<file path="config.mk">
export PLATFORM = sky130hd
export DESIGN_NAME = riscv
export DESIGN_NICKNAME = d
export VERILOG_FILES = /design/src/riscv_pkg.sv /design/src/riscv_pipe_reg.sv /design/src/riscv_fetch.sv /design/src/riscv_decode.sv /design/src/riscv_regfile.sv /design/src/riscv_execute.sv /design/src/riscv.sv
export SDC_FILE = /design/constraint.sdc
export NUM_CORES = 2
export LEC_CHECK = 0
export ABC_AREA = 1
export BUFFER_PORTS_ARGS = -buffer_cell sky130_fd_sc_hd__buf_2
export CAP_MARGIN = 20
export CELL_PAD_IN_SITES_DETAIL_PLACEMENT = 1
export CELL_PAD_IN_SITES_GLOBAL_PLACEMENT = 1
export CORE_ASPECT_RATIO = 0.6
export CORE_MARGIN = 2
export CORE_UTILIZATION = 40
export DETAILED_ROUTE_END_ITERATION = 16
export GPL_ROUTABILITY_DRIVEN = 0
export PLACE_DENSITY_LB_ADDON = 0.15
export SLEW_MARGIN = 5
export SYNTH_ARGS = -nofsm -noshare
export SYNTH_HDL_FRONTEND = slang
export SYNTH_SLANG_ARGS = --single-unit
</file>
<file path="constraint.sdc">
create_clock -name clk -period 5.1 [get_ports clk]
set_input_delay 0.255 -clock clk [delete_from_list [all_inputs] [get_ports clk]]
set_output_delay 0.255 -clock clk [all_outputs]
set_load 0.05 [all_outputs]
</file>
<file path="src/riscv_pkg.sv">
package riscv_pkg;

   localparam int XLEN        = 32;               // Data and address width
   localparam int REG_ADDR_W  = 5;
   localparam int NUM_REGS    = 32;
   localparam int INSTR_BYTES = 4;                // PC step per fetch

   typedef logic [XLEN-1:0]       word_t;
   typedef logic [REG_ADDR_W-1:0] reg_addr_t;

   localparam word_t RESET_PC = '0;               // First fetch address

   // Major opcodes of the kept subset
   localparam logic [6:0] OPC_OP     = 7'b0110011; // ADD SUB AND OR XOR
   localparam logic [6:0] OPC_OP_IMM = 7'b0010011; // ADDI only
   localparam logic [6:0] OPC_LOAD   = 7'b0000011; // LW only
   localparam logic [6:0] OPC_STORE  = 7'b0100011; // SW only
   localparam logic [6:0] OPC_BRANCH = 7'b1100011; // BEQ only

   localparam logic [2:0] F3_ADD_SUB = 3'b000;
   localparam logic [2:0] F3_XOR     = 3'b100;
   localparam logic [2:0] F3_OR      = 3'b110;
   localparam logic [2:0] F3_AND     = 3'b111;
   localparam logic [2:0] F3_WORD    = 3'b010;     // LW and SW
   localparam logic [2:0] F3_BEQ     = 3'b000;

   localparam logic [6:0] F7_BASE    = 7'b0000000;
   localparam logic [6:0] F7_SUB     = 7'b0100000;

   typedef enum logic [2:0] {
      ALU_ADD = 3'd0,
      ALU_SUB = 3'd1,
      ALU_AND = 3'd2,
      ALU_OR  = 3'd3,
      ALU_XOR = 3'd4
   } alu_op_e;

   // An all-zero value is a bubble
   typedef struct packed {
      alu_op_e alu_op;
      logic    alu_src_imm;   // Second operand is imm
      logic    mem_read;
      logic    mem_write;
      logic    mem_to_reg;    // Result from load data
      logic    reg_write;
      logic    branch;        // BEQ
      logic    valid;
   } ctrl_t;

   typedef struct packed {
      logic  valid;
      word_t pc;
      word_t instr;
   } if_id_t;

   typedef struct packed {
      ctrl_t     ctrl;
      word_t     pc;
      reg_addr_t rs1;
      reg_addr_t rs2;
      reg_addr_t rd;
      word_t     rs1_data;
      word_t     rs2_data;
      word_t     imm;
   } id_ex_t;

   typedef struct packed {
      ctrl_t     ctrl;
      reg_addr_t rd;
      word_t     alu_result;  // Also the data address
      word_t     store_data;
   } ex_mem_t;

   typedef struct packed {
      logic      reg_write;
      reg_addr_t rd;
      word_t     result;
   } mem_wb_t;

endpackage

</file>
<file path="src/riscv_pipe_reg.sv">
`timescale 1ns/10ps

module riscv_pipe_reg #(
   parameter type payload_t = logic
) (
   input  logic     clk,
   input  logic     reset_i,
   input  logic     hold_i,           // Keep current contents
   input  logic     clear_i,          // Insert a bubble, beats hold
   input  payload_t d_i,
   output payload_t q_o
);

   always_ff @(posedge clk) begin
      if (reset_i || clear_i) begin
         q_o <= '0;
      end else if (!hold_i) begin
         q_o <= d_i;
      end
   end

   clear_gives_bubble: assert property (@(posedge clk) clear_i |=> q_o == '0)
      else $error("stage register not empty after clear");

endmodule

</file>
<file path="src/riscv_fetch.sv">
`timescale 1ns/10ps

module riscv_fetch
   import riscv_pkg::*;
(
   input  logic   clk,
   input  logic   reset_i,
   input  logic   stall_i,         // Load-use hold from decode
   input  logic   redirect_i,      // Taken branch from execute
   input  word_t  redirect_pc_i,
   input  word_t  inst_i,
   output word_t  inst_addr_o,
   output logic   inst_ce_o,
   output if_id_t if_id_o
);

   word_t pc_q;
   word_t pc_next;

   always_comb begin
      pc_next = pc_q + word_t'(INSTR_BYTES);
      if (redirect_i) begin
         pc_next = redirect_pc_i;             // Branch squashes the stalled instr
      end else if (stall_i) begin
         pc_next = pc_q;
      end
   end

   always_ff @(posedge clk) begin
      if (reset_i) begin
         pc_q <= RESET_PC;
      end else begin
         pc_q <= pc_next;
      end
   end

   assign inst_addr_o = pc_q;
   assign inst_ce_o   = !reset_i && (redirect_i || !stall_i);   // Idle only while PC holds

   // Fetched word paired with its address
   assign if_id_o = '{valid: inst_ce_o, pc: pc_q, instr: inst_i};

endmodule

</file>
<file path="src/riscv_decode.sv">
`timescale 1ns/10ps

module riscv_decode
   import riscv_pkg::*;
(
   input  if_id_t    if_id_i,
   input  ctrl_t     ex_ctrl_i,       // Instruction now in ID/EX
   input  reg_addr_t ex_rd_i,
   input  word_t     rs1_data_i,
   input  word_t     rs2_data_i,
   output reg_addr_t rs1_o,
   output reg_addr_t rs2_o,
   output logic      stall_o,
   output id_ex_t    id_ex_o
);

   word_t      instr;
   logic [6:0] opcode;
   logic [2:0] funct3;
   logic [6:0] funct7;
   word_t      imm_i;
   word_t      imm_s;
   word_t      imm_b;
   ctrl_t      ctrl;
   word_t      imm;
   logic       use_rs1;
   logic       use_rs2;

   assign instr  = if_id_i.instr;
   assign opcode = instr[6:0];
   assign funct3 = instr[14:12];
   assign funct7 = instr[31:25];
   assign rs1_o  = instr[19:15];
   assign rs2_o  = instr[24:20];

   assign imm_i = {{20{instr[31]}}, instr[31:20]};
   assign imm_s = {{20{instr[31]}}, instr[31:25], instr[11:7]};
   assign imm_b = {{20{instr[31]}}, instr[7], instr[30:25], instr[11:8], 1'b0};

   always_comb begin
      ctrl    = '0;
      imm     = '0;
      use_rs1 = 1'b0;
      use_rs2 = 1'b0;
      case (opcode)
         OPC_OP: begin
            ctrl.reg_write = 1'b1;
            ctrl.valid     = (funct7 == F7_BASE) ||
                             (funct7 == F7_SUB && funct3 == F3_ADD_SUB);
            use_rs1        = 1'b1;
            use_rs2        = 1'b1;
            case (funct3)
               F3_ADD_SUB: ctrl.alu_op = (funct7 == F7_SUB) ? ALU_SUB : ALU_ADD;
               F3_XOR:     ctrl.alu_op = ALU_XOR;
               F3_OR:      ctrl.alu_op = ALU_OR;
               F3_AND:     ctrl.alu_op = ALU_AND;
               default:    ctrl.valid  = 1'b0;   // Shifts and compares
            endcase
         end
         OPC_OP_IMM: begin
            ctrl.alu_src_imm = 1'b1;
            ctrl.reg_write   = 1'b1;
            ctrl.valid       = (funct3 == F3_ADD_SUB);
            use_rs1          = 1'b1;
            imm              = imm_i;
         end
         OPC_LOAD: begin
            ctrl.alu_src_imm = 1'b1;
            ctrl.mem_read    = 1'b1;
            ctrl.mem_to_reg  = 1'b1;
            ctrl.reg_write   = 1'b1;
            ctrl.valid       = (funct3 == F3_WORD);
            use_rs1          = 1'b1;
            imm              = imm_i;
         end
         OPC_STORE: begin
            ctrl.alu_src_imm = 1'b1;
            ctrl.mem_write   = 1'b1;
            ctrl.valid       = (funct3 == F3_WORD);
            use_rs1          = 1'b1;
            use_rs2          = 1'b1;
            imm              = imm_s;
         end
         OPC_BRANCH: begin
            ctrl.branch = 1'b1;
            ctrl.valid  = (funct3 == F3_BEQ);
            use_rs1     = 1'b1;
            use_rs2     = 1'b1;
            imm         = imm_b;
         end
         default: ctrl.valid = 1'b0;
      endcase

      if (!if_id_i.valid || !ctrl.valid) begin
         ctrl    = '0;                           // Unknown or empty slot
         use_rs1 = 1'b0;
         use_rs2 = 1'b0;
      end

      // Load result not ready until it reaches MEM/WB
      stall_o = ex_ctrl_i.valid && ex_ctrl_i.mem_read && (ex_rd_i != '0) &&
                ((use_rs1 && rs1_o == ex_rd_i) || (use_rs2 && rs2_o == ex_rd_i));

      if (stall_o) begin
         assert (if_id_i.valid)
            else $error("load-use stall raised for an empty IF/ID slot");
      end
   end

   assign id_ex_o = '{ctrl: ctrl, pc: if_id_i.pc, rs1: rs1_o, rs2: rs2_o, rd: instr[11:7],
                      rs1_data: rs1_data_i, rs2_data: rs2_data_i, imm: imm};

endmodule

</file>
<file path="src/riscv_regfile.sv">
`timescale 1ns/10ps

module riscv_regfile
   import riscv_pkg::*;
(
   input  logic      clk,
   input  logic      reset_i,
   input  reg_addr_t rs1_i,
   input  reg_addr_t rs2_i,
   output word_t     rs1_data_o,
   output word_t     rs2_data_o,
   input  mem_wb_t   wb_i              // Write port from MEM/WB
);

   word_t regs_q [NUM_REGS];
   logic  wr_en;

   assign wr_en = wb_i.reg_write && (wb_i.rd != '0);   // x0 writes dropped

   always_ff @(posedge clk) begin
      if (reset_i) begin
         for (int i = 0; i < NUM_REGS; i++) begin
            regs_q[i] <= '0;
         end
      end else if (wr_en) begin
         regs_q[wb_i.rd] <= wb_i.result;
      end
   end

   function automatic word_t read_port(reg_addr_t addr);
      word_t data;
      if (addr == '0) begin
         data = '0;
      end else if (wr_en && addr == wb_i.rd) begin
         data = wb_i.result;                 // Same-cycle write-through
      end else begin
         data = regs_q[addr];
      end
      return data;
   endfunction

   always_comb begin
      rs1_data_o = read_port(rs1_i);
      rs2_data_o = read_port(rs2_i);
   end

   x0_stays_zero: assert property (@(posedge clk) disable iff (reset_i) regs_q[0] == '0)
      else $error("register x0 holds a nonzero value");

endmodule

</file>
<file path="src/riscv_execute.sv">
`timescale 1ns/10ps

module riscv_execute
   import riscv_pkg::*;
(
   input  id_ex_t  id_ex_i,
   input  ex_mem_t ex_mem_fwd_i,      // One instruction older
   input  mem_wb_t mem_wb_fwd_i,      // Two instructions older
   output ex_mem_t ex_mem_o,
   output logic    redirect_o,
   output word_t   redirect_pc_o
);

   word_t op_a;
   word_t rs2_val;
   word_t op_b;
   word_t alu_res;

   // Newest producer wins
   function automatic word_t fwd(reg_addr_t rs, word_t reg_val, ex_mem_t em, mem_wb_t mw);
      word_t val;
      if (rs == '0) begin
         val = reg_val;                      // x0 is never forwarded
      end else if (em.ctrl.reg_write && !em.ctrl.mem_read && em.rd == rs) begin
         val = em.alu_result;                // Load data not there yet
      end else if (mw.reg_write && mw.rd == rs) begin
         val = mw.result;
      end else begin
         val = reg_val;
      end
      return val;
   endfunction

   always_comb begin
      op_a    = fwd(id_ex_i.rs1, id_ex_i.rs1_data, ex_mem_fwd_i, mem_wb_fwd_i);
      rs2_val = fwd(id_ex_i.rs2, id_ex_i.rs2_data, ex_mem_fwd_i, mem_wb_fwd_i);
      op_b    = id_ex_i.ctrl.alu_src_imm ? id_ex_i.imm : rs2_val;

      case (id_ex_i.ctrl.alu_op)
         ALU_SUB: alu_res = op_a - op_b;
         ALU_AND: alu_res = op_a & op_b;
         ALU_OR:  alu_res = op_a | op_b;
         ALU_XOR: alu_res = op_a ^ op_b;
         default: alu_res = op_a + op_b;     // ADD, ADDI and address calc
      endcase

      redirect_o = id_ex_i.ctrl.valid && id_ex_i.ctrl.branch && (op_a == rs2_val);

      // A taken branch must come from decode as a pure control instruction
      if (redirect_o) begin
         assert (id_ex_i.ctrl.valid && !id_ex_i.ctrl.reg_write && !id_ex_i.ctrl.mem_write)
            else $error("redirect raised by a non-branch instruction");
      end
   end

   assign redirect_pc_o = id_ex_i.pc + id_ex_i.imm;

   assign ex_mem_o = '{ctrl: id_ex_i.ctrl, rd: id_ex_i.rd, alu_result: alu_res,
                       store_data: rs2_val};

endmodule

</file>
<file path="src/riscv.sv">
`timescale 1ns/10ps

module riscv
   import riscv_pkg::*;
(
   input  logic  clk,
   input  logic  reset_i,            // Synchronous, active high

   input  word_t inst_i,             // Same-cycle instruction read
   output word_t inst_addr_o,
   output logic  inst_ce_o,

   input  word_t data_i,             // Same-cycle load data
   output word_t data_addr_o,
   output word_t data_o,
   output logic  data_ce_o,
   output logic  data_we_o
);

   if_id_t    if_id_d;
   if_id_t    if_id_q;
   id_ex_t    id_ex_d;
   id_ex_t    id_ex_q;
   ex_mem_t   ex_mem_d;
   ex_mem_t   ex_mem_q;
   mem_wb_t   mem_wb_d;
   mem_wb_t   mem_wb_q;
   logic      stall;
   logic      redirect;
   word_t     redirect_pc;
   reg_addr_t rs1;
   reg_addr_t rs2;
   word_t     rs1_data;
   word_t     rs2_data;

   riscv_fetch i_fetch (
      .clk           (clk),
      .reset_i       (reset_i),
      .stall_i       (stall),
      .redirect_i    (redirect),
      .redirect_pc_i (redirect_pc),
      .inst_i        (inst_i),
      .inst_addr_o   (inst_addr_o),
      .inst_ce_o     (inst_ce_o),
      .if_id_o       (if_id_d)
   );

   riscv_pipe_reg #(.payload_t(if_id_t)) i_if_id (
      .clk     (clk),
      .reset_i (reset_i),
      .hold_i  (stall),
      .clear_i (redirect),
      .d_i     (if_id_d),
      .q_o     (if_id_q)
   );

   riscv_decode i_decode (
      .if_id_i    (if_id_q),
      .ex_ctrl_i  (id_ex_q.ctrl),
      .ex_rd_i    (id_ex_q.rd),
      .rs1_data_i (rs1_data),
      .rs2_data_i (rs2_data),
      .rs1_o      (rs1),
      .rs2_o      (rs2),
      .stall_o    (stall),
      .id_ex_o    (id_ex_d)
   );

   riscv_regfile i_regfile (
      .clk        (clk),
      .reset_i    (reset_i),
      .rs1_i      (rs1),
      .rs2_i      (rs2),
      .rs1_data_o (rs1_data),
      .rs2_data_o (rs2_data),
      .wb_i       (mem_wb_q)
   );

   riscv_pipe_reg #(.payload_t(id_ex_t)) i_id_ex (
      .clk     (clk),
      .reset_i (reset_i),
      .hold_i  (1'b0),
      .clear_i (stall || redirect),     // Bubble on stall or squash
      .d_i     (id_ex_d),
      .q_o     (id_ex_q)
   );

   riscv_execute i_execute (
      .id_ex_i       (id_ex_q),
      .ex_mem_fwd_i  (ex_mem_q),
      .mem_wb_fwd_i  (mem_wb_q),
      .ex_mem_o      (ex_mem_d),
      .redirect_o    (redirect),
      .redirect_pc_o (redirect_pc)
   );

   riscv_pipe_reg #(.payload_t(ex_mem_t)) i_ex_mem (
      .clk     (clk),
      .reset_i (reset_i),
      .hold_i  (1'b0),
      .clear_i (1'b0),
      .d_i     (ex_mem_d),
      .q_o     (ex_mem_q)
   );

   assign data_addr_o = ex_mem_q.alu_result;
   assign data_o      = ex_mem_q.store_data;
   assign data_ce_o   = ex_mem_q.ctrl.mem_read || ex_mem_q.ctrl.mem_write;
   assign data_we_o   = ex_mem_q.ctrl.mem_write;

   assign mem_wb_d = '{reg_write: ex_mem_q.ctrl.reg_write, rd: ex_mem_q.rd,
                       result: ex_mem_q.ctrl.mem_to_reg ? data_i : ex_mem_q.alu_result};

   riscv_pipe_reg #(.payload_t(mem_wb_t)) i_mem_wb (
      .clk     (clk),
      .reset_i (reset_i),
      .hold_i  (1'b0),
      .clear_i (1'b0),
      .d_i     (mem_wb_d),
      .q_o     (mem_wb_q)
   );

endmodule

</file>
==> reports/metrics.csv <==
metric,value,unit
rows,123,
firstDrtPassIters,5,
ant_nets,0,
hold_path_class,in -> reg,
path_clk_slew,60,ps
antenna_found_initial,9,
die-area,192600,sq um
multi_input_area,32210,sq um
fmax,203.2,MHz
fin_skew,60.69,ps
synth.distinct_cells,61,
grt_pass1_wl,476300,microns
start_kind,register,
cts_inserted_buffers,151,
required,4850,ps
async_flop_share,0,%
p_leak,32.59,nW
io_pins,165,
ys.flop_type,edfxtp_1,
drive_gt1_share,9.616,%
syn_area,75590,sq um
crit_buf_inv,6,
crit_slowest_cell,o21ai_1,
cp-end-kind,output pin,
cap_violations,0,
clkLatencyLatePin,830,ps
seq_area,37600,sq um
arrival,4670,ps
cts_tree,yes,
worstPathCellList,inv_1 -> nand2_1 -> o21ai_2 -> nor2_4 -> nand3_4 -> buf_4 -> inv_2 -> buf_4 -> nor2_1 -> o21ai_1 -> nand2_1 -> nand2_1 -> nor2_1 -> nand2_1 -> nor2_1 -> nand2_1 -> nor2_2 -> nand2_4 -> nand2_4 -> inv_2 -> nor2_1 -> clkbuf_4,
drtIter0Drc,8393,
num_vias,72049,
crit_type,reg -> out,
cpPeakStageDelay,490,ps
fp.dieH,340.7,microns
root_buffer,clkbuf_16,
hold_viol,0,
min_period_over_period,96.50,%
fin_tns_setup,0,ps
crit_top_cell,nand2_1,
yosys_register_bits,1364,
nFillCells,22456,
viasPerCell,5.986,
cts-htree-levels,4,
syn_inst,9484,
p_per_area,335.8,nW/um^2
nets,9629,
drv_slew,0,
ctsLongestPathBuffers,4,
holdWs,71.66,ps
hpwl,219900,microns
gr-usage-all-layers,32.97,%
slew_headroom,12.14,%
grt_pass1_vias,71734,
finalSetupViolations,0,
clock-sinks,1364,
drc,0,
yosysSeqAreaShare,49.69,%
area_growth,12.60,%
placement.io_buffers,164,
crit_fanout,15,
overflow,0,
min_period,4922,ps
wire_per_inst,27.03,microns
syn_area_per_cell,7.970,sq um
ir_drop,243.0,uV
die_w,565.2,microns
core,187600,sq um
max_slew.worst_pin.slew,1314,ps
grt_max_degree,166,
outcome,"complete, no violations",
place_area,79340,sq um
wirelength,325300,microns
start_util,40.29,%
yosys_warnings,0,
design_area,85110,sq um
crit_family,simple AND/OR/NAND/NOR gates,
synth_edf_count,1024,
==> metrics by stage <==
| stage | setup slack [ps] | power (W) | utilization [%] | instances |
|---|---|---|---|---|
| after floorplan | 881.7 | 0.01562 | - | 9515 |
| after CTS | 16.00 | 0.02847 | 45.11 | 12021 |
| after global routing | -51.33 | 0.02946 | 45.37 | 12036 |
| final | 178.4 | 0.02858 | 45.37 | 12037 |
| after global placement | 106.1 | 0.01746 | 42.20 | 11692 |
| after detailed placement | -94.02 | 0.01759 | 42.29 | 11700 |
==> kinds of logic after synthesis <==
logic type / after synthesis / share of synthesized area, %
AO/OA/AOI/OAI: 2382 / 17.50
AND/OR/NAND/NOR: 3893 / 20.82
XOR/XNOR: 115 / 1.333
buffers and inverters: 1598 / 8.472
adder cells (fa/ha/maj): 131 / 2.188
other: 1 / 0.004961
flip-flops: 1364 / 49.69
==> routing by layer <==
layer	track usage (%)	up-vias	wire length, microns
li1	-	31867	-
met1	48.91	36459	146500
met2	47.49	3199	135600
met3	7.269	512	32940
met4	10.07	12	10230
met5	0	-	69
==> registers in the layout, summed over array words and instances (netlist names) <==
name	count
i_regfile.regs_q	1024
i_if_id.q_o	65
i_ex_mem.q_o	72
i_id_ex.q_o	133
i_mem_wb.q_o	38
i_fetch.inst_addr_o	32
==> synth_stat cells, types with 6 or more instances <==
master,number,area (sq um)
or2_2,14,87.58
nand3_1,420,2102
dfxtp_1,340,6807
a31oi_1,56,350.3
nand2_1,1321,4959
inv_1,756,2838
buf_2,30,150.1
xor2_1,91,797.0
clkbuf_1,615,2308
ha_1,129,1614
nor2_4,6,67.56
edfxtp_1,1024,30750
o32ai_1,9,78.83
nor2_1,1919,7203
o21ai_0,1150,5756
nor2_2,13,81.33
nor3_1,41,205.2
buf_1,77,289.0
a211oi_1,13,97.59
o21ai_1,42,210.2
a221oi_1,32,280.3
buf_6,9,101.4
a21oi_1,624,3123
o22ai_1,120,750.7
buf_4,77,578.1
nand4_1,133,832.1
nor4_1,9,56.30
o21a_1,6,45.04
xnor2_1,24,210.2
inv_2,20,75.07
a311oi_1,10,87.58
o211ai_1,280,2102
clkinv_1,13,48.80
==> worst reg2reg max path: stages (launching register included) <==
cell and delay, ps:
dfxtp_2 360, inv_2 70, a21oi_1 150, nand2_1 110
nor2_4 190, buf_6 140, nand3_1 60, nand2_1 60
nand3_1 90, nand3_1 100, nand2_1 80, buf_4 160
inv_1 70, nand2_1 140, nor2_4 200, nand3_1 120
o21ai_0 260, xor2_1 260, ha_1 310, a21oi_1 250
inv_1 100, a21oi_2 280, nand2_1 280, a21oi_1 380
o21ai_0 170, a21oi_1 160, o21ai_0 120, a21oi_1 130
==> repair_timing <==
action / in CTS / in global routing
gates resized for setup: 7 / 86
setup buffers: 0 / 11
hold buffers: 64 / 0
hold endpoints to repair: 82 / 0
pin swaps: 0 / 22
setup endpoints to repair: 4 / 16
==> where the power goes <==
| part | total, W | switching [W] | internal (W) |
|---|---|---|---|
| Combinational | 0.00486 | 0.00355 | 0.00130 |
| Sequential | 0.0128 | 0.000396 | 0.0124 |
| Clock | 0.0110 | 0.00486 | 0.00610 |
==> cell type report <==
cell class,instances,area share [%]
Sequential cell,1364,44.18
Clock buffer,181,4.681
Multi-Input combinational cell,6553,37.85
Inverter,789,3.499
Antenna cell,1,0.002940
Tap cell,2500,3.675
Clock inverter,76,0.7542
Timing Repair Buffer,573,5.357
==> cells in the final DEF (no fill, tap or decap), types with 7 or more instances in the layout <==
cell,n
bufinv_16,11
inv_2,25
clkinv_2,28
dfxtp_2,11
nor3_1,34
nor2_1,1891
clkbuf_1,23
o22ai_1,120
a211oi_1,13
a21oi_2,9
dfxtp_1,321
nand2_2,49
nor3_2,7
nor2_2,32
xnor2_1,24
nand3_1,416
ha_1,128
nor2_4,15
clkbuf_16,153
xor2_1,91
clkinv_1,42
dlygate4sd3_1,64
inv_1,749
o21ai_0,1146
a221oi_1,32
a311oi_1,10
o21ai_1,44
o211ai_1,280
a21oi_1,616
nand4_1,133
buf_4,306
a31oi_1,55
nand2_1,1272
buf_2,162
conb_1,32
buf_12,32
or2_2,14
nor4_1,7
edfxtp_1,1024
dfxtp_4,8
==> path summary, 6_finish.rpt <==
kind	slack, ps	from	depth (start not counted)	to
worst max-delay path	180	i_ex_mem.q_o[65]$_SDFF_PP0_	22	inst_ce_o
worst min-delay path	70	data_i[5]	3	i_mem_wb.q_o[5]$_SDFF_PP0_
worst max register to register	230	i_mem_wb.q_o[35]$_SDFF_PP0_	27	i_ex_mem.q_o[53]$_SDFF_PP0_
worst min register to register	420	i_id_ex.q_o[145]$_SDFF_PP0_	2	i_ex_mem.q_o[71]$_SDFF_PP0_
No activity file was read; power rests on OpenSTA's default activity.
